**src/rv_isa_pkg.sv**
```systemverilog
package rv_isa_pkg;

  // Datapath width
  localparam int xlen = 32;

  typedef logic [4:0]      reg_addr_t;
  typedef logic [xlen-1:0] word_t;

  // Major opcodes kept by this core
  typedef enum logic [6:0] {
    op_lui      = 7'b0110111,
    op_auipc    = 7'b0010111,
    op_jal      = 7'b1101111,
    op_jalr     = 7'b1100111,
    op_branch   = 7'b1100011,
    op_reg_imm  = 7'b0010011,
    op_reg_reg  = 7'b0110011,
    op_misc_mem = 7'b0001111, // FENCE
    op_system   = 7'b1110011  // ECALL and friends
  } opcode_e;

  // funct3 of OP and OP-IMM
  typedef enum logic [2:0] {
    f3_add  = 3'b000, // Also SUB when bit 30 is set (register form only)
    f3_sll  = 3'b001,
    f3_slt  = 3'b010,
    f3_sltu = 3'b011,
    f3_xor  = 3'b100,
    f3_srl  = 3'b101, // Also SRA when bit 30 is set
    f3_or   = 3'b110,
    f3_and  = 3'b111
  } funct3_alu_e;

  // funct3 of the conditional branches
  typedef enum logic [2:0] {
    beq  = 3'b000,
    bne  = 3'b001,
    blt  = 3'b100,
    bge  = 3'b101,
    bltu = 3'b110,
    bgeu = 3'b111
  } funct3_branch_e;

  // R-type field layout, MSB first
  typedef struct packed {
    logic [6:0] funct7;
    reg_addr_t  rs2;
    reg_addr_t  rs1;
    logic [2:0] funct3;
    reg_addr_t  rd;
    logic [6:0] opcode;
  } insn_fields_t;

endpackage

```
**src/reg_file.sv**
```systemverilog
`timescale 1ns/10ps

module reg_file (
  input  logic                  clk,
  input  logic                  rst,
  input  logic                  we,
  input  rv_isa_pkg::reg_addr_t rd,
  input  rv_isa_pkg::word_t     wdata,
  input  rv_isa_pkg::reg_addr_t rs1,
  input  rv_isa_pkg::reg_addr_t rs2,
  output rv_isa_pkg::word_t     rs1_data,
  output rv_isa_pkg::word_t     rs2_data
);
  import rv_isa_pkg::*;

  // x0 has no storage
  word_t regs [1:31];

  always_ff @(posedge clk) begin
    if (rst) begin
      for (int i = 1; i < 32; i++) begin
        regs[i] <= '0;
      end
    end else if (we && rd != '0) begin
      regs[rd] <= wdata;
    end
  end

  assign rs1_data = (rs1 == '0) ? '0 : regs[rs1];
  assign rs2_data = (rs2 == '0) ? '0 : regs[rs2];

endmodule

```
**config.mk**
```make
export PLATFORM = sky130hd
export DESIGN_NAME = reg_file
export DESIGN_NICKNAME = d
export VERILOG_FILES = /design/src/rv_isa_pkg.sv /design/src/reg_file.sv
export SDC_FILE = /design/constraint.sdc
export NUM_CORES = 2
export LEC_CHECK = 0
export BUFFER_PORTS_ARGS = -buffer_cell sky130_fd_sc_hd__buf_2
export CORE_MARGIN = 4
export CORE_UTILIZATION = 50
export CTS_CLUSTER_SIZE = 14
export DETAILED_ROUTE_END_ITERATION = 7
export PLACE_DENSITY_LB_ADDON = 0.15
export REMOVE_ABC_BUFFERS = 1
export SKIP_LAST_GASP = 1
export SYNTH_ARGS = -nofsm -noshare
export SYNTH_HDL_FRONTEND = slang
export SYNTH_SLANG_ARGS = --single-unit
```
**constraint.sdc**
```tcl
create_clock -name clk -period 3.22 [get_ports clk]
set_input_delay 0.483 -clock clk [delete_from_list [all_inputs] [get_ports clk]]
set_output_delay 0.483 -clock clk [all_outputs]
set_load 0.03 [all_outputs]
```
==> impl_metrics.yaml <==
critical_path:
  worstSetupStartpointType: "primary input"
  crit_required_ps: 2740
  crit_fanout: 29
  critical_path_arrival_ps: 2810
  crit_path_max_delay_family: "compound AO/OA/AOI/OAI gates"
  cp_num_buf_inv: 4
  largest_stage_delay_on_the_critical_path_ps: 500
  cpMaxStageDelayCell: "sky130_fd_sc_hd__mux4_2"
  path_type_of_the_worst_setup_path: "primary input to output pin"
  end_kind: "output pin"
  cp_cell_sequence: "buf_8 > buf_16 > buf_4 > mux4_2 > a22o_1 > a2111oi_4 > nor3_1 > buf_2"
cts:
  number_of_clock_buffers_inserted_by_tritoncts: 111
  cts_hold_buf: 0
  ctsLongestPathBuffers: 3
  cts.sink_count: 1024
  ctsRootBufferMaster: "sky130_fd_sc_hd__clkbuf_16"
  cts_tree: "done"
  cts_max_level: 3
  worst_setup_hold_path_clk_slew_ps: 60
timing:
  fmax_mhz: 304
  hold_violations: 0
  fin_crit_ps: 3290
  grt_setup_unrepaired: "yes"
  worst_slew_pin_slew_ps: 852
  setup_ws_ps: -74.7
  fin_crit_sh_pct: 102
  finalSetupTns_ps: -180
  finalHoldWorstSlack_ps: 300
  setup_viol: 7
  timing.final.max_slew_violations: 0
  timing.max_slew.rel_slack_pct: 43.2
final_layout:
  largest_register_ffs: 1024
  max_flop_register: "regs"
  layout-drive-gt1-share_pct: 29.6
  fillerInstances: 8195
  area_growth_pct: 16.8
  multi_input_area_mm2: 0.0232
  design_area_mm2: 0.0638
  layout.cells.most_common_list: "sky130_fd_sc_hd__edfxtp_1 (1024), sky130_fd_sc_hd__and2_1 (993), sky130_fd_sc_hd__mux4_2 (356), sky130_fd_sc_hd__mux2i_1 (322), sky130_fd_sc_hd__buf_4 (310)"
  final_net_count: 4047
  seq_area_mm2: 0.0307
  final_core_util_pct: 59.2
  mostFrequentLayoutCell: "sky130_fd_sc_hd__edfxtp_1"
  top_regs: "regs: 1024 flops"
  layout.cells.non_filler: 5504
power_and_ir_drop:
  p_int_mw: 24.7
  overall_power_of_the_completed_layout_mw: 33.4
  power.share.sequential_pct: 47.4
  clkPwrFrac_pct: 38.5
  comb_power_share_pct: 14.1
  net-switching-power_mw: 8.71
  worst_case_vdd_ir_drop_v: 0.000431
  total_power_density_per_cell_area_mw_per_mm2: 523
  power.static_leakage_nw: 22.9
  swShare_pct: 26.1
global_route:
  grt_max_degree: 43
  global_route_wire_length_before_repair_mm: 283
  first_global_vias: 38200
  grt_antenna_before_repair: 17
  groute.usage.overall_pct: 34.4
  global_route.overflow_total: 0
flow_run:
  cap_viol_max_count: 0
route:
  antenna_violating_nets_post_route: 0
  post_dr_vias_cell: 6.87
  violation_count_after_the_first_detailed_route_iteration: 6172
  routedWlPerCell_um: 36.5
  vias: 37800
  totalWireLength_mm: 201
  drt_pre_antenna_iters: 6
  drt_drc_violations_left: 0
logic_synthesis:
  netlist_instances: 3765
  mappedNetlistArea_mm2: 0.0546
  main_synth_ff_type: "sky130_fd_sc_hd__edfxtp_1"
  syn_area_per_cell_um2: 14.5
  yosys_register_bits: 1024
  synth_edf_count: 1024
  fraction_of_the_yosys_area_taken_by_sequential_cells_pct: 56.3
  asr_flop_ratio_synth_pct: 0
  synth.distinct_cells: 44
  yosys_warnings: 0
placement:
  detailedPlacementHpwl_mm: 126
  placed_area_mm2: 0.0594
  port_buffers: 113
  gpl.final_weighted_congestion: 0.938
  place_worst_setup_slack_ps: -524
  post-place-cells: 5284
floorplanning:
  floorplan.die.width_um: 339
  initial_utilization_pct: 50.7
  floorplan.die.height_um: 339
  floorplan.die_area_mm2: 0.115
  core-area_mm2: 0.108
  ios: 114
  row_count: 120
hold_path:
  hold_path.class: "primary input to flip-flop"
status:
  violated_checks: "setup timing"
  status: "finished with violations"
[cell type report]
| type | instances | area share [%] |
|---|---|---|
| Multi-Input combinational cell | 2364 | 36.4 |
| Antenna cell | 11 | 0.0431 |
| Clock inverter | 72 | 1.10 |
| Sequential cell | 1024 | 48.2 |
| Inverter | 1 | 0.00588 |
| Timing Repair Buffer | 495 | 7.00 |
| Tap cell | 1403 | 2.75 |
| Clock buffer | 134 | 4.52 |
[power by group through the flow]
stage                     clock [mW]  combinational, mW  sequential (mW)
after floorplan                    0               2.10             15.9
after global placement             0               4.36             16.0
after detailed placement           0               4.40             16.1
after CTS                       12.9               4.52             15.8
after global routing            13.5               4.84             15.9
final                           12.8               4.70             15.8
[synthesized netlist by cell type, types with 4 or more instances]
cell type                   number  area, um^2
sky130_fd_sc_hd__buf_2          56         280
sky130_fd_sc_hd__a22oi_1       104         781
sky130_fd_sc_hd__or2_2          32         200
sky130_fd_sc_hd__a2111oi_1      32         320
sky130_fd_sc_hd__a21oi_1        56         280
sky130_fd_sc_hd__buf_6          19         214
sky130_fd_sc_hd__mux2i_1       322        3220
sky130_fd_sc_hd__clkbuf_1      302        1130
sky130_fd_sc_hd__o21ai_0        26         130
sky130_fd_sc_hd__a22o_1         51         447
sky130_fd_sc_hd__edfxtp_1     1024       30700
sky130_fd_sc_hd__nand2_1         6        22.5
sky130_fd_sc_hd__buf_4          21         158
sky130_fd_sc_hd__nand3b_1        5        37.5
sky130_fd_sc_hd__mux4_2        356        8020
sky130_fd_sc_hd__a221oi_1        4        35.0
sky130_fd_sc_hd__nor3_1         26         130
sky130_fd_sc_hd__and2_1        995        6220
sky130_fd_sc_hd__mux2_2         34         383
sky130_fd_sc_hd__a211oi_1       47         353
sky130_fd_sc_hd__nor2_1         37         139
sky130_fd_sc_hd__nor4_1         33         206
sky130_fd_sc_hd__o21ai_1        10        50.1
sky130_fd_sc_hd__a2111oi_0      23         201
sky130_fd_sc_hd__buf_1           8        30.0
sky130_fd_sc_hd__nand3_1         4        20.0
sky130_fd_sc_hd__nor2b_1        56         350
sky130_fd_sc_hd__o22ai_1        51         319
[timing repair]
item	4_1_cts	5_1_grt
setup buffers	3	2
endpoints found under the setup margin	39	41
gates resized for setup	86	67
pin swaps	9	10
[path summary, 6_finish.rpt]
path	start	endpoint	cells past startpoint
min	wdata[28]	regs[0][28]	1
max	rs2[0]	rs2_data[18]	8
[logic make-up (layout without fill, tap and decap cells)]
| kind of cell | Yosys count | after routing | share of synthesized area, % |
|---|---|---|---|
| mux | 712 | 712 | 21.3 |
| compound gates | 407 | 407 | 5.39 |
| other cells | 1 | 43 | 0.00686 |
| buf+inv | 408 | 702 | 3.34 |
| flops | 1024 | 1024 | 56.3 |
| simple gates | 1213 | 1213 | 13.7 |
[routing by layer]
metal | part of all wire [%] | global-route usage, %
met5 | 0.017 | 0
met4 | 3.5 | 13.1
met3 | 14 | 10.3
met2 | 46 | 52.2
met1 | 37 | 47.2
Power figures use the tool's default switching activity.
