**src/rv_isa_pkg.sv**
```systemverilog
package rv_isa_pkg;

  // Datapath width
  localparam int xlen = 32;

  typedef logic [4:0]      reg_addr_t;
  typedef logic [xlen-1:0] word_t;

  // Major opcodes kept by this core
  typedef enum logic [6:0] {
    op_lui      = 7'b0110111,
    op_auipc    = 7'b0010111,
    op_jal      = 7'b1101111,
    op_jalr     = 7'b1100111,
    op_branch   = 7'b1100011,
    op_reg_imm  = 7'b0010011,
    op_reg_reg  = 7'b0110011,
    op_misc_mem = 7'b0001111, // FENCE
    op_system   = 7'b1110011  // ECALL and friends
  } opcode_e;

  // funct3 of OP and OP-IMM
  typedef enum logic [2:0] {
    f3_add  = 3'b000, // Also SUB when bit 30 is set (register form only)
    f3_sll  = 3'b001,
    f3_slt  = 3'b010,
    f3_sltu = 3'b011,
    f3_xor  = 3'b100,
    f3_srl  = 3'b101, // Also SRA when bit 30 is set
    f3_or   = 3'b110,
    f3_and  = 3'b111
  } funct3_alu_e;

  // funct3 of the conditional branches
  typedef enum logic [2:0] {
    beq  = 3'b000,
    bne  = 3'b001,
    blt  = 3'b100,
    bge  = 3'b101,
    bltu = 3'b110,
    bgeu = 3'b111
  } funct3_branch_e;

  // R-type field layout, MSB first
  typedef struct packed {
    logic [6:0] funct7;
    reg_addr_t  rs2;
    reg_addr_t  rs1;
    logic [2:0] funct3;
    reg_addr_t  rd;
    logic [6:0] opcode;
  } insn_fields_t;

endpackage

```
**src/core_pkg.sv**
```systemverilog
package core_pkg;

  // Operations the ALU knows about
  typedef enum logic [3:0] {
    alu_add,
    alu_sub,
    alu_sll,
    alu_slt,
    alu_sltu,
    alu_xor,
    alu_srl,
    alu_sra,
    alu_or,
    alu_and,
    alu_pass_b,    // LUI
    alu_pc_plus_b, // AUIPC
    alu_pc_plus_4  // Link value of JAL and JALR
  } alu_op_e;

  // Decoded control word for one instruction
  typedef struct packed {
    alu_op_e                    alu_op;
    logic                       use_imm;  // Operand b is the immediate
    rv_isa_pkg::word_t          imm;
    logic                       rf_we;
    rv_isa_pkg::reg_addr_t      rd;
    logic                       is_branch;
    rv_isa_pkg::funct3_branch_e branch_cond;
    logic                       is_jal;
    logic                       is_jalr;
    logic                       is_halt;  // ECALL
  } ctrl_t;

  // One retired instruction as seen from outside
  typedef struct packed {
    logic                  valid;
    rv_isa_pkg::word_t     pc;
    rv_isa_pkg::word_t     insn;
    logic                  rf_we;
    rv_isa_pkg::reg_addr_t rd;
    rv_isa_pkg::word_t     wdata;
    rv_isa_pkg::word_t     next_pc;
  } retire_t;

endpackage

```
**src/alu.sv**
```systemverilog
`timescale 1ns/10ps

module alu (
  input  core_pkg::ctrl_t   ctrl,
  input  rv_isa_pkg::word_t pc,
  input  rv_isa_pkg::word_t rs1_data,
  input  rv_isa_pkg::word_t rs2_data,
  output rv_isa_pkg::word_t result
);
  import rv_isa_pkg::*;
  import core_pkg::*;

  word_t      op_a;
  word_t      op_b;
  logic [4:0] shamt;

  assign op_a  = rs1_data;
  assign op_b  = ctrl.use_imm ? ctrl.imm : rs2_data;
  assign shamt = op_b[4:0]; // RV32 shifts use five bits only

  always_comb begin
    case (ctrl.alu_op)
      alu_add:  result = op_a + op_b;
      alu_sub:  result = op_a - op_b;
      alu_sll:  result = op_a << shamt;
      alu_slt:  result = {{(xlen-1){1'b0}}, $signed(op_a) < $signed(op_b)};
      alu_sltu: result = {{(xlen-1){1'b0}}, op_a < op_b};
      alu_xor:  result = op_a ^ op_b;
      alu_srl:  result = op_a >> shamt;
      alu_sra:  result = $unsigned($signed(op_a) >>> shamt);
      alu_or:   result = op_a | op_b;
      alu_and:  result = op_a & op_b;
      alu_pass_b: begin
        result = op_b;
      end
      alu_pc_plus_b: begin
        result = pc + op_b;
      end
      alu_pc_plus_4: begin
        result = pc + 32'd4; // Return address
      end
      default: begin
        result = '0;
      end
    endcase
  end

endmodule

```
**config.mk**
```make
export PLATFORM = sky130hd
export DESIGN_NAME = alu
export DESIGN_NICKNAME = d
export VERILOG_FILES = /design/src/rv_isa_pkg.sv /design/src/core_pkg.sv /design/src/alu.sv
export SDC_FILE = /design/constraint.sdc
export NUM_CORES = 1
export LEC_CHECK = 0
export BUFFER_PORTS_ARGS = -buffer_cell sky130_fd_sc_hd__buf_4
export CAP_MARGIN = 30
export CORE_UTILIZATION = 57
export DETAILED_ROUTE_END_ITERATION = 10
export PLACE_DENSITY_LB_ADDON = 0.3
export SLEW_MARGIN = 20
export SYNTH_ARGS = -nofsm -noshare
export SYNTH_HDL_FRONTEND = slang
export SYNTH_SLANG_ARGS = --single-unit
```
**constraint.sdc**
```tcl
create_clock -name vclk -period 20.7
set_input_delay 5.175 -clock vclk [all_inputs]
set_output_delay 5.175 -clock vclk [all_outputs]
set_load 0.02 [all_outputs]
```
==> metrics.yaml, run 1 <==
run_status: "complete, no violations"
instance_count_after_placement_with_tap_cells_included: 1946
ir_drop_v: 0.0000224
internal-power_uw: 164
slew_headroom_pct: 19.5
synth.net_count: 1885
power.share.combinational_pct: 100.0
synthesis.yosys.warnings: 0
sequential_cell_area_sq_um: 0
p_per_area_nw_per_um2: 35.2
die_width_um: 142
switching_power_uw: 277
place.gp.congestion: 1.11
chipHeight_um: 142
initial_antenna_violation_count: 1
detail_route.drc_violations: 0
final-setup-viol-count: 0
power.static_leakage_nw: 5.65
postCtsHoldBufs: 0
mapped_area_sq_um: 11100
design.seq.count: 0
route.vias.total: 14300
final.clkbuf_count: 0
grt_pass1_vias: 13100
critical_path.most_common_cell: "buf_4"
starting_density_of_the_core_pct: 58.7
power_switching_share_pct: 62.9
share_of_power_burned_in_the_clock_network_pct: 0
grt.met1_usage_pct: 63.9
synthesis.instances: 1600
row_count: 50
rsz0062_at_grt: "no"
cp-start-kind: "input pin"
final_layout_size_suffix_gt1_share_pct: 16.4
synth.largest_area_cell: "ha_1"
cp_data_arrival_time_ns: 10.78
drt-initial-drc-count: 2164
design.core.area_sq_um: 18900
synth_top_cells_by_area: "ha_1, mux2i_1, nand2_1"
cts_setup_buffers: 0
overflow: 0
fin_cells: 1947
achievable-frequency_mhz: 62.7
cpMaxStageDelayCell: "buf_4"
grt_first_pass_wirelength_mm: 76.3
area_growth_pct: 12.7
synth.top_cell.area_share_pct: 15.4
boundaryPins: 178
synth_seq_area_share_pct: 0
crit_path_max_fanout: 43
seq_power_share_pct: 0
grt_max_degree: 54
final_core_utilization_pct: 66.2
max_cap_viols: 0
avgViaCountPerCell: 7.32
worst_hold_path_type: "in2out"
route.final.wire_length_mm: 51.7
required_time_worst_endpoint_ns: 15.53
antenna_left: 0
layout.filler_cells: 1692
groute.layer.met3.usage_pct: 15.5
nNetsFinal: 1974
detail_route.first_pass.iterations: 7
postSynthAreaPerCell_sq_um: 6.94
criticalPathCategory: "in2out"
io_buffer_count: 165
hold_violations: 0
final_max_slew_viol_count: 0
post_cts_resize_count: 0
yosysMostFrequentCell: "nand2_1"
diode_count: 0
cp_cell_sequence: "buf_4 -> mux2i_4 -> buf_4 -> inv_2 -> buf_4 -> ha_1 -> fa_1 -> o21bai_1 -> a211oi_1 -> a211oi_1 -> o21ai_0 -> a31oi_1 -> a21oi_1 -> o311ai_0 -> nand4_1 -> buf_4"
critPathMaxStageDelay_ns: 0.57
met2_routing_resource_usage_after_global_routing_pct: 73.6
setup-tns-final_ns: 0
post-dp-hpwl_mm: 39.5
period_minus_ws_final_ns: 15.96
synth.lib_cells_used.distinct: 78
busiest_layer: "met2"
synth_common_cells: "nand2_1, ha_1, mux2i_1"
grt.total_usage_pct: 49.8
cp-end-kind: "primary output"
post-route-period-util_pct: 77.1
die_area_sq_um: 20000
max_slew.worst_pin.slew_ns: 1.18
post_dr_wirelength_cell_um: 26.6
multi_input_area_sq_um: 10400
## power by group through the flow
stage / clock [mW] / combinational [mW] / sequential [mW]
floorplan: 0 / 0.275 / 0
global placement: 0 / 0.412 / 0
detailed placement: 0 / 0.417 / 0
CTS: 0 / 0.420 / 0
global route: 0 / 0.463 / 0
finish: 0 / 0.441 / 0
## cells by family (layout without fill, tap and decap cells)
family	Yosys count	count (layout)	share of synthesized area, %
buf+inv	206	293	7.24
simple gates	502	502	21.2
mux	202	202	20.8
xor+xnor	70	70	5.52
fa+ha+maj	139	139	15.8
compound gates	481	481	29.4
## worst paths after layout
kind	start	end	slack (ns)	depth (start not counted)
setup / recovery	ctrl[45]	result[0]	4.74	16
hold / removal	pc[31]	result[31]	10.90	5
## cell type report
type / instances / share of cell area [%]
inverter: 102 / 3.06
multi-input combinational: 1394 / 82.8
tap: 260 / 2.60
timing repair buffer: 191 / 11.5
## stage by stage
stage / setup slack, ns / hold WS (ns) / power, mW / cell area, sq um
2_1_floorplan: 6.55 / 10.71 / 0.275 / 11100
3_3_place_gp: 5.11 / 10.88 / 0.412 / 12500
3_5_place_dp: 5.02 / 10.88 / 0.417 / 12500
4_1_cts: 4.98 / 10.88 / 0.420 / 12500
5_1_grt: 4.55 / 10.91 / 0.463 / 12500
6_report: 4.74 / 10.90 / 0.441 / 12500
## layout by cell type, fill, tap and decap left out, types with 35 or more instances in the layout
master    netlist  routed
mux2i_1       137     133
nand2_1       168     168
ha_1          137     137
xnor2_1        40      40
a21oi_1       103     103
a211oi_1       35      35
o21ai_0        80      80
nor2_1        126     124
nand3_1        50      50
inv_1          99      99
buf_4           1     190
mux2_2         46      46
## metal layers
| metal | wire (um) | vias to the layer above | share of wire [%] |
|---|---|---|---|
| li1 | - | 6186 | - |
| met1 | 19000 | 6542 | 37 |
| met4 | 3410 | 0 | 6.6 |
| met3 | 8250 | 279 | 16 |
| met5 | 0 | - | 0 |
| met2 | 21000 | 1254 | 41 |
## critical path, delay by kind of cell
kind,cells,cell delay [ns]
AOI/OAI and AO/OA,7,2.56
buffers and inverters,5,1.70
adders and majority gates,2,0.78
muxes,1,0.32
and+or+nand+nor,1,0.18
Note: power is estimated with default switching activity, not from simulation.
==> inputs of run 2 (changes only) <==
Clock period 20.7 ns to 16.75 ns, I/O delays scaled along.
==> run 2 against run 1 <==
Against the previous run: cell count grew 0.21%; clock-buffer cell count stayed put; die area unchanged; sequential share of layout area did not move; via count is 0.16% lower; final area increased by 0.28%; worst hold slack got worse by 2.0 ns; critical path type unchanged.
==> metrics.yaml, run 2 (synthesized netlist as in run 1, its figures left out) <==
post_cts_resize_count: 0  # unchanged
grt.total_usage_pct: 49.5  # -0.30 points
chipHeight_um: 142  # unchanged
route.final.wire_length_mm: 51.3  # -0.75%
crit_path_max_fanout: 43  # unchanged
route.vias.total: 14200  # -0.16%
nNetsFinal: 1977  # +0.15%
post-dp-hpwl_mm: 39.2  # -0.79%
final.clkbuf_count: 0  # unchanged
setup-tns-final_ns: 0  # unchanged
run_status: "complete, no violations"
criticalPathCategory: "in2out"
worst_hold_path_type: "in2out"
period_minus_ws_final_ns: 13.92
boundaryPins: 178  # unchanged
design.core.area_sq_um: 18900  # unchanged
rsz0062_at_grt: "no"
starting_density_of_the_core_pct: 58.7  # unchanged
layout.cells.most_common: "buf_4"
cp-end-kind: "primary output"
grt_first_pass_wirelength_mm: 75.8  # -0.71%
row_count: 50  # unchanged
hold_violations: 0  # unchanged
area_growth_pct: 13.0
die_area_sq_um: 20000  # unchanged
max_slew.worst_pin.slew_ns: 1.11  # -0.0662 ns
postCtsHoldBufs: 0  # unchanged
detail_route.drc_violations: 0  # unchanged
cp_data_arrival_time_ns: 9.73  # -1.05 ns
layout.cells.most_common_list: "buf_4, nand2_1, ha_1"
avgViaCountPerCell: 7.30  # -0.37%
cp-start-kind: "input pin"
final_max_slew_viol_count: 0  # unchanged
design.seq.count: 0  # unchanged
antenna_left: 0  # unchanged
grt_pass1_vias: 12800  # -2.1%
overflow: 0  # unchanged
die_width_um: 142  # unchanged
sequential_cell_area_sq_um: 0  # unchanged
required_time_worst_endpoint_ns: 12.56  # -2.97 ns
detail_route.first_pass.iterations: 7  # unchanged
post_dr_wirelength_cell_um: 26.3  # -0.95%
initial_antenna_violation_count: 2  # +1
multi_input_area_sq_um: 10400  # unchanged
post-route-period-util_pct: 83.1
layout.filler_cells: 1778  # +5.1%
final-setup-viol-count: 0  # unchanged
achievable-frequency_mhz: 71.9
grt_max_degree: 58  # +7.4%
io_buffer_count: 165  # unchanged
slew_headroom_pct: 24.0  # +4.5 points
max_cap_viols: 0  # unchanged
final_layout_size_suffix_gt1_share_pct: 16.5  # +0.089 points
cts_setup_buffers: 0  # unchanged
drt-initial-drc-count: 2145  # -0.88%
place.gp.congestion: 1.15  # +3.6%
## run 2: cell types whose count changed in the layout (fill, tap and decap cells not counted), sizes merged
| cell | before | now |
|---|---|---|
| dlymetal6s2s | 1 | 2 |
| buf | 190 | 192 |
| diode | 0 | 1 |
## run 2: final cells by class
cell class	instances	share of cell area [%]
repair buffers	194	11.7
well taps	260	2.59
diodes	1	0.0199
multi-input cells	1394	82.6
inverters	102	3.05
## run 2: per-stage QoR
| step | setup WS [ns] | std cells | utilization [%] | hold WS, ns | area [sq um] |
|---|---|---|---|---|---|
| floorplan | 4.57 | 1600 | - | 8.73 | 11100 |
| global placement | 2.99 | 1946 | 66.1 | 8.91 | 12500 |
| detailed placement | 2.73 | 1946 | 66.1 | 8.90 | 12500 |
| CTS | 2.71 | 1946 | 66.1 | 8.91 | 12500 |
| global route | 2.75 | 1950 | 66.4 | 8.96 | 12500 |
| finish | 2.83 | 1951 | 66.4 | 8.91 | 12500 |
## run 2: per-layer routing
layer  part of all wire (%)  track usage [%]  wire (um)  vias to the layer above
met3                     16             13.3       7960                      241
met1                     38             65.7      19300                     6599
met4                    5.4             21.4       2770                        0
met2                     42             74.7      21300                     1212
met5                      0                0          0                        -
li1                       -                -          -                     6186
## run 2: critical path: stages
cell and delay (ns):
buf_4 0.53, mux2i_4 0.32, buf_4 0.56, inv_2 0.04
buf_4 0.36, ha_1 0.32, nor2_1 0.13, o21ai_0 0.24
a2111oi_2 0.65, a2111oi_0 0.26, dlymetal6s2s_1 0.23, o32ai_1 0.76
nor4_1 0.16, nor4_1 0.53, o211ai_1 0.18, buf_4 0.20
## run 2: worst paths after layout
path | slack, ns | to | startpoint | cells past startpoint
hold / removal | 8.91 | result[1] | pc[1] | 6
setup / recovery | 2.83 | result[21] | ctrl[45] | 16
