### config.mk
export PLATFORM = sky130hd
export DESIGN_NAME = insn_decoder
export DESIGN_NICKNAME = d
export VERILOG_FILES = /design/src/rv_isa_pkg.sv /design/src/core_pkg.sv /design/src/insn_decoder.sv
export SDC_FILE = /design/constraint.sdc
export NUM_CORES = 1
export LEC_CHECK = 0
export BUFFER_PORTS_ARGS = -buffer_cell sky130_fd_sc_hd__buf_2
export CORE_UTILIZATION = 28
export DETAILED_ROUTE_END_ITERATION = 10
export PLACE_DENSITY = 0.73
export SLEW_MARGIN = 0
export SYNTH_ARGS = -nofsm -noshare
export SYNTH_HDL_FRONTEND = slang
export SYNTH_SLANG_ARGS = --single-unit
### constraint.sdc
create_clock -name vclk -period 2.8
set_clock_uncertainty 0.05 [all_clocks]
set_input_delay 0.28 -clock vclk [all_inputs]
set_output_delay 0.28 -clock vclk [all_outputs]
set_load 0.02 [all_outputs]
### src/rv_isa_pkg.sv
package rv_isa_pkg;

  // Datapath width
  localparam int xlen = 32;

  typedef logic [4:0]      reg_addr_t;
  typedef logic [xlen-1:0] word_t;

  // Major opcodes kept by this core
  typedef enum logic [6:0] {
    op_lui      = 7'b0110111,
    op_auipc    = 7'b0010111,
    op_jal      = 7'b1101111,
    op_jalr     = 7'b1100111,
    op_branch   = 7'b1100011,
    op_reg_imm  = 7'b0010011,
    op_reg_reg  = 7'b0110011,
    op_misc_mem = 7'b0001111, // FENCE
    op_system   = 7'b1110011  // ECALL and friends
  } opcode_e;

  // funct3 of OP and OP-IMM
  typedef enum logic [2:0] {
    f3_add  = 3'b000, // Also SUB when bit 30 is set (register form only)
    f3_sll  = 3'b001,
    f3_slt  = 3'b010,
    f3_sltu = 3'b011,
    f3_xor  = 3'b100,
    f3_srl  = 3'b101, // Also SRA when bit 30 is set
    f3_or   = 3'b110,
    f3_and  = 3'b111
  } funct3_alu_e;

  // funct3 of the conditional branches
  typedef enum logic [2:0] {
    beq  = 3'b000,
    bne  = 3'b001,
    blt  = 3'b100,
    bge  = 3'b101,
    bltu = 3'b110,
    bgeu = 3'b111
  } funct3_branch_e;

  // R-type field layout, MSB first
  typedef struct packed {
    logic [6:0] funct7;
    reg_addr_t  rs2;
    reg_addr_t  rs1;
    logic [2:0] funct3;
    reg_addr_t  rd;
    logic [6:0] opcode;
  } insn_fields_t;

endpackage

### src/core_pkg.sv
package core_pkg;

  // Operations the ALU knows about
  typedef enum logic [3:0] {
    alu_add,
    alu_sub,
    alu_sll,
    alu_slt,
    alu_sltu,
    alu_xor,
    alu_srl,
    alu_sra,
    alu_or,
    alu_and,
    alu_pass_b,    // LUI
    alu_pc_plus_b, // AUIPC
    alu_pc_plus_4  // Link value of JAL and JALR
  } alu_op_e;

  // Decoded control word for one instruction
  typedef struct packed {
    alu_op_e                    alu_op;
    logic                       use_imm;  // Operand b is the immediate
    rv_isa_pkg::word_t          imm;
    logic                       rf_we;
    rv_isa_pkg::reg_addr_t      rd;
    logic                       is_branch;
    rv_isa_pkg::funct3_branch_e branch_cond;
    logic                       is_jal;
    logic                       is_jalr;
    logic                       is_halt;  // ECALL
  } ctrl_t;

  // One retired instruction as seen from outside
  typedef struct packed {
    logic                  valid;
    rv_isa_pkg::word_t     pc;
    rv_isa_pkg::word_t     insn;
    logic                  rf_we;
    rv_isa_pkg::reg_addr_t rd;
    rv_isa_pkg::word_t     wdata;
    rv_isa_pkg::word_t     next_pc;
  } retire_t;

endpackage

### src/insn_decoder.sv
`timescale 1ns/10ps

module insn_decoder (
  input  rv_isa_pkg::word_t     insn,
  output rv_isa_pkg::reg_addr_t rs1,
  output rv_isa_pkg::reg_addr_t rs2,
  output core_pkg::ctrl_t       ctrl
);
  import rv_isa_pkg::*;
  import core_pkg::*;

  insn_fields_t fields;
  opcode_e      opcode;
  word_t        imm_i;
  word_t        imm_b;
  word_t        imm_j;
  word_t        imm_u;
  alu_op_e      arith_op;
  logic         is_ecall;

  assign fields = insn;
  assign opcode = opcode_e'(fields.opcode);
  assign rs1    = fields.rs1;
  assign rs2    = fields.rs2;

  // Immediate formats, all sign-extended from bit 31
  assign imm_i = {{(xlen-12){insn[31]}}, insn[31:20]};
  assign imm_b = {{(xlen-13){insn[31]}}, insn[31], insn[7], insn[30:25], insn[11:8], 1'b0};
  assign imm_j = {{(xlen-21){insn[31]}}, insn[31], insn[19:12], insn[20], insn[30:21], 1'b0};
  assign imm_u = {insn[31:12], 12'b0};

  // Only the all-zero encoding above the opcode is ECALL
  assign is_ecall = (insn[31:7] == '0);

  // funct3 and bit 30 to ALU operation
  always_comb begin
    case (funct3_alu_e'(fields.funct3))
      f3_add: begin
        // Bit 30 means SUB only in the register-register form
        if (opcode == op_reg_reg && fields.funct7[5]) begin
          arith_op = alu_sub;
        end else begin
          arith_op = alu_add;
        end
      end
      f3_sll:  arith_op = alu_sll;
      f3_slt:  arith_op = alu_slt;
      f3_sltu: arith_op = alu_sltu;
      f3_xor:  arith_op = alu_xor;
      f3_srl:  arith_op = fields.funct7[5] ? alu_sra : alu_srl;
      f3_or:   arith_op = alu_or;
      default: arith_op = alu_and;
    endcase
  end

  always_comb begin
    ctrl = '0; // No write, no jump, no halt

    case (opcode)
      op_lui: begin
        ctrl.alu_op  = alu_pass_b;
        ctrl.use_imm = 1'b1;
        ctrl.imm     = imm_u;
        ctrl.rf_we   = 1'b1;
        ctrl.rd      = fields.rd;
      end
      op_auipc: begin
        ctrl.alu_op  = alu_pc_plus_b;
        ctrl.use_imm = 1'b1;
        ctrl.imm     = imm_u;
        ctrl.rf_we   = 1'b1;
        ctrl.rd      = fields.rd;
      end
      op_reg_imm: begin
        ctrl.alu_op  = arith_op;
        ctrl.use_imm = 1'b1;
        ctrl.imm     = imm_i; // Shift amount sits in the low five bits
        ctrl.rf_we   = 1'b1;
        ctrl.rd      = fields.rd;
      end
      op_reg_reg: begin
        ctrl.alu_op = arith_op;
        ctrl.rf_we  = 1'b1;
        ctrl.rd     = fields.rd;
      end
      op_jal: begin
        ctrl.alu_op = alu_pc_plus_4;
        ctrl.imm    = imm_j;
        ctrl.rf_we  = 1'b1;
        ctrl.rd     = fields.rd;
        ctrl.is_jal = 1'b1;
      end
      op_jalr: begin
        ctrl.alu_op  = alu_pc_plus_4;
        ctrl.imm     = imm_i;
        ctrl.rf_we   = 1'b1;
        ctrl.rd      = fields.rd;
        ctrl.is_jalr = 1'b1;
      end
      op_branch: begin
        ctrl.imm         = imm_b;
        ctrl.is_branch   = 1'b1;
        ctrl.branch_cond = funct3_branch_e'(fields.funct3);
      end
      op_system: begin
        ctrl.is_halt = is_ecall;
      end
      default: begin
        // FENCE and anything unknown fall through as a no-op
      end
    endcase
  end

endmodule

==> flow_metrics.py <==
metrics = {
    "status": {
        "outcome": "finished clean",
    },
    "pwr": {
        "power_switching_mw": 0.0703,
        "comb_power_share_pct": 100.0,
        "p_sw_share_pct": 61.3,
        "power_density_nw_per_um2": 98.4,
        "cell_internal_pwr_mw": 0.0444,
        "power.share.clock_pct": 0,
        "max-vdd-ir-drop_mv": 0.0797,
        "power.static_leakage_nw": 0.865,
        "power.share.sequential_pct": 0,
    },
    "hold_path": {
        "worst_hold_startpoint": "insn[19]",
        "hold_path_class": "in -> out",
        "timing.hold.worst_endpoint": "rs1[4]",
        "hold-path-cell-count": 2,
    },
    "synth": {
        "share_of_the_synthesized_netlist_area_taken_by_xor_and_xnor_gates_pct": 0,
        "netlist-cell-type-count": 35,
        "synth_nets": 144,
        "yosysSeqAreaShare_pct": 0,
        "ys_warn_count": 0,
        "post_synth_fa_ha_maj_area_fraction_pct": 0,
        "syn_inst": 112,
        "synth-compound-area-share_pct": 37.0,
        "syn-mean-instance-area_um2": 6.83,
        "synthSimpleGateAreaFrac_pct": 48.9,
        "main_combinational_cell_family_by_area_after_synthesis": "simple AND/OR/NAND/NOR gates",
        "synth_area_um2": 764,
        "synth_mux_area_share_pct": 0,
    },
    "grt": {
        "grtUsageMet2_pct": 33.3,
        "grt_max_degree": 14,
        "grtUsageMet1_pct": 20.9,
        "via_count_of_the_first_global_routing_pass": 911,
        "global_route.peak_usage_layer": "met2",
        "grt_antenna_before_repair": 0,
        "gr-usage-met3_pct": 1.94,
        "global_route.overflow_total": 0,
        "global_route_wire_length_before_repair_um": 3910,
        "grt_use_total_pct": 17.2,
    },
    "place": {
        "placed_cells_incl_taps": 221,
        "finalWeightedCongestion": 0.774,
        "count_of_input_and_output_buffers": 92,
        "place.detailed.hpwl_um": 2380,
    },
    "route": {
        "routed-via-count": 1109,
        "route.final.wire_length_um": 2820,
        "antenna_left": 0,
        "drt_via_density": 5.02,
        "drt_iter0_markers": 18,
        "route.detailed.wl_per_inst_um": 12.8,
        "drt_pass1_iterations": 4,
        "number_of_design_rule_violations_left_after_detail_routing": 0,
    },
    "worst_setup_path": {
        "critical-path-max-stage-delay_ps": 410,
        "cp.arrival_ps": 1680,
        "path_cells": "buf_2 > and4bb_2 > o21ai_1 > a21boi_2 > a21o_1 > buf_2",
        "critPathSlowestCell": "sky130_fd_sc_hd__a21boi_2",
        "cp_common_cell": "sky130_fd_sc_hd__buf_2",
        "crit_fanout": 11,
        "setup.worst_path.start_class": "primary input",
        "timing.critical_path.required_ps": 2470,
        "critical_path_class": "in -> out",
        "critPathCaptureType": "primary output",
    },
    "sta": {
        "relSlewSlack_pct": 68.6,
        "worstMarginPinSlew_ps": 468,
        "setup_viol": 0,
        "fmaxAchievable_mhz": 499,
        "hold_viol_final": 0,
        "finalCriticalPeriod_ps": 2010,
        "final_max_slew_viol_count": 0,
        "final_total_negative_setup_slack_ps": 0,
        "finalCritPeriodShare_pct": 71.6,
        "rsz0062_at_grt": "no",
    },
    "finish": {
        "stdcell_count": 221,
        "seq_cell_count": 0,
        "ratio_of_cells_with_drive_above_1_in_the_final_layout_pct": 52.4,
        "clock_buffer_count": 0,
        "antenna-diode-count": 0,
        "area.sequential_um2": 0,
        "synthToLayoutAreaGrowth_pct": 52.5,
        "finish.net_count": 225,
    },
    "floorplan": {
        "chipWidth_um": 54.3,
        "core_um2": 2520,
        "core.rowCount": 18,
        "boundaryPins": 92,
        "dieArea_um2": 2940,
        "initial_utilization_pct": 30.3,
        "die_h_um": 54.3,
    },
    "run": {
        "max-cap-violations": 0,
    },
    "cts": {
        "cts_resized": 0,
        "cts_post_setup_buffers_inserted": 0,
        "ctsHoldBuffers": 0,
    },
}
## Yosys cell counts
library cell               instances  share of area (%)
sky130_fd_sc_hd__a31oi_1           1               0.82
sky130_fd_sc_hd__nand4b_1          1                1.1
sky130_fd_sc_hd__a22oi_1           1               0.98
sky130_fd_sc_hd__buf_2             2                1.3
sky130_fd_sc_hd__nor4_1            4                3.3
sky130_fd_sc_hd__buf_6             1                1.5
sky130_fd_sc_hd__o21ai_0           4                2.6
sky130_fd_sc_hd__and4bb_2          1                1.6
sky130_fd_sc_hd__nor3_2            1                1.3
sky130_fd_sc_hd__nand3_1           2                1.3
sky130_fd_sc_hd__a21oi_1           3                2.0
sky130_fd_sc_hd__nand2_1          11                5.4
sky130_fd_sc_hd__buf_4            11                 11
sky130_fd_sc_hd__a221oi_1          1                1.1
sky130_fd_sc_hd__and2_1           11                9.0
sky130_fd_sc_hd__or4b_4            1                1.8
sky130_fd_sc_hd__or2_1             2                1.6
sky130_fd_sc_hd__nand4_1           2                1.6
sky130_fd_sc_hd__nor2b_1           3                2.5
sky130_fd_sc_hd__o31ai_1           1               0.98
sky130_fd_sc_hd__nand4_2           1                1.6
sky130_fd_sc_hd__a22o_1            4                4.6
sky130_fd_sc_hd__and3_1            5                4.1
sky130_fd_sc_hd__nor2_1            4                2.0
sky130_fd_sc_hd__o21ai_1           1               0.65
sky130_fd_sc_hd__inv_1             1               0.49
sky130_fd_sc_hd__nand3b_1          4                3.9
sky130_fd_sc_hd__nor3b_1           2                2.0
sky130_fd_sc_hd__o21a_1            1               0.98
sky130_fd_sc_hd__and3b_2           1                1.3
sky130_fd_sc_hd__nor4b_1           2                2.3
sky130_fd_sc_hd__and3b_1           1                1.1
sky130_fd_sc_hd__a21o_1           19                 19
sky130_fd_sc_hd__a21boi_2          1                1.5
sky130_fd_sc_hd__a21oi_4           1                2.1
## layout by cell type (no fill, tap or decap)
master	n
sky130_fd_sc_hd__nor3b_1	2
sky130_fd_sc_hd__and4bb_2	1
sky130_fd_sc_hd__nand3_1	2
sky130_fd_sc_hd__nand4b_1	1
sky130_fd_sc_hd__o31ai_1	1
sky130_fd_sc_hd__nor2b_1	3
sky130_fd_sc_hd__nor3_2	1
sky130_fd_sc_hd__a21oi_4	1
sky130_fd_sc_hd__inv_1	1
sky130_fd_sc_hd__nand3b_1	4
sky130_fd_sc_hd__nor4b_1	2
sky130_fd_sc_hd__o21ai_0	4
sky130_fd_sc_hd__a22oi_1	1
sky130_fd_sc_hd__buf_4	1
sky130_fd_sc_hd__a21oi_1	3
sky130_fd_sc_hd__a21o_1	19
sky130_fd_sc_hd__nand4_2	1
sky130_fd_sc_hd__and3b_2	1
sky130_fd_sc_hd__and3b_1	1
sky130_fd_sc_hd__a21boi_2	1
sky130_fd_sc_hd__or4b_4	1
sky130_fd_sc_hd__a31oi_1	1
sky130_fd_sc_hd__nor4_1	4
sky130_fd_sc_hd__o21a_1	1
sky130_fd_sc_hd__and3_1	5
sky130_fd_sc_hd__nor2_1	4
sky130_fd_sc_hd__o21ai_1	1
sky130_fd_sc_hd__and2_1	11
sky130_fd_sc_hd__or2_1	2
sky130_fd_sc_hd__a221oi_1	1
sky130_fd_sc_hd__a22o_1	4
sky130_fd_sc_hd__nand4_1	2
sky130_fd_sc_hd__nand2_1	11
sky130_fd_sc_hd__buf_2	92
## critical path: cells and delay by family
kind	cells	cell delay, ps
buffers and inverters	2	320
and+or+nand+nor	1	390
AOI/OAI and AO/OA	3	670
## layout make-up
type                       instances  area [µm²]
fill                             276        1360
multi-input combinational         97         657
timing repair buffer              93         468
tap                               30        37.5
inverter                           1        3.75
## how the worst max path moves through the flow
stage / start / slack (ps) / cells past startpoint / end
6_report: insn[2] / 790 / 6 / ctrl[43]
3_3_place_gp: insn[2] / 820 / 6 / ctrl[43]
4_1_cts: insn[2] / 810 / 6 / ctrl[43]
5_1_grt: insn[2] / 700 / 6 / ctrl[43]
2_1_floorplan: insn[13] / 1030 / 4 / ctrl[46]
3_5_place_dp: insn[2] / 810 / 6 / ctrl[43]
## cells by family (layout without fill, tap and decap cells)
family	after synthesis	in the layout
AO/OA/AOI/OAI	38	38
buffers and inverters	15	94
AND/OR/NAND/NOR	59	59
## power by group through the flow
stage               Combinational [mW]  Sequential [mW]  Clock (mW)
floorplan                       0.0664                0           0
global placement                 0.114                0           0
detailed placement               0.114                0           0
CTS                              0.115                0           0
global route                     0.125                0           0
finish                           0.115                0           0
## per-layer routing
metal / up-vias / share of wire, %
met5: - / 0
met4: 0 / 0
met3: 0 / 7.4
met2: 50 / 50
met1: 487 / 43
li1: 572 / -
## through the flow
step | cell area (µm²) | setup WS, ps | hold WS [ps] | utilization (%) | total power, mW
final | 1170 | 794 | 762 | 46.2 | 0.115
after global routing | 1170 | 699 | 780 | 46.2 | 0.125
after CTS | 1170 | 806 | 764 | 46.2 | 0.115
after detailed placement | 1170 | 813 | 764 | 46.2 | 0.114
after global placement | 1170 | 821 | 762 | 46.2 | 0.114
after floorplan | 764 | 1030 | 623 | - | 0.0664
(Power assumes the default switching activity.)
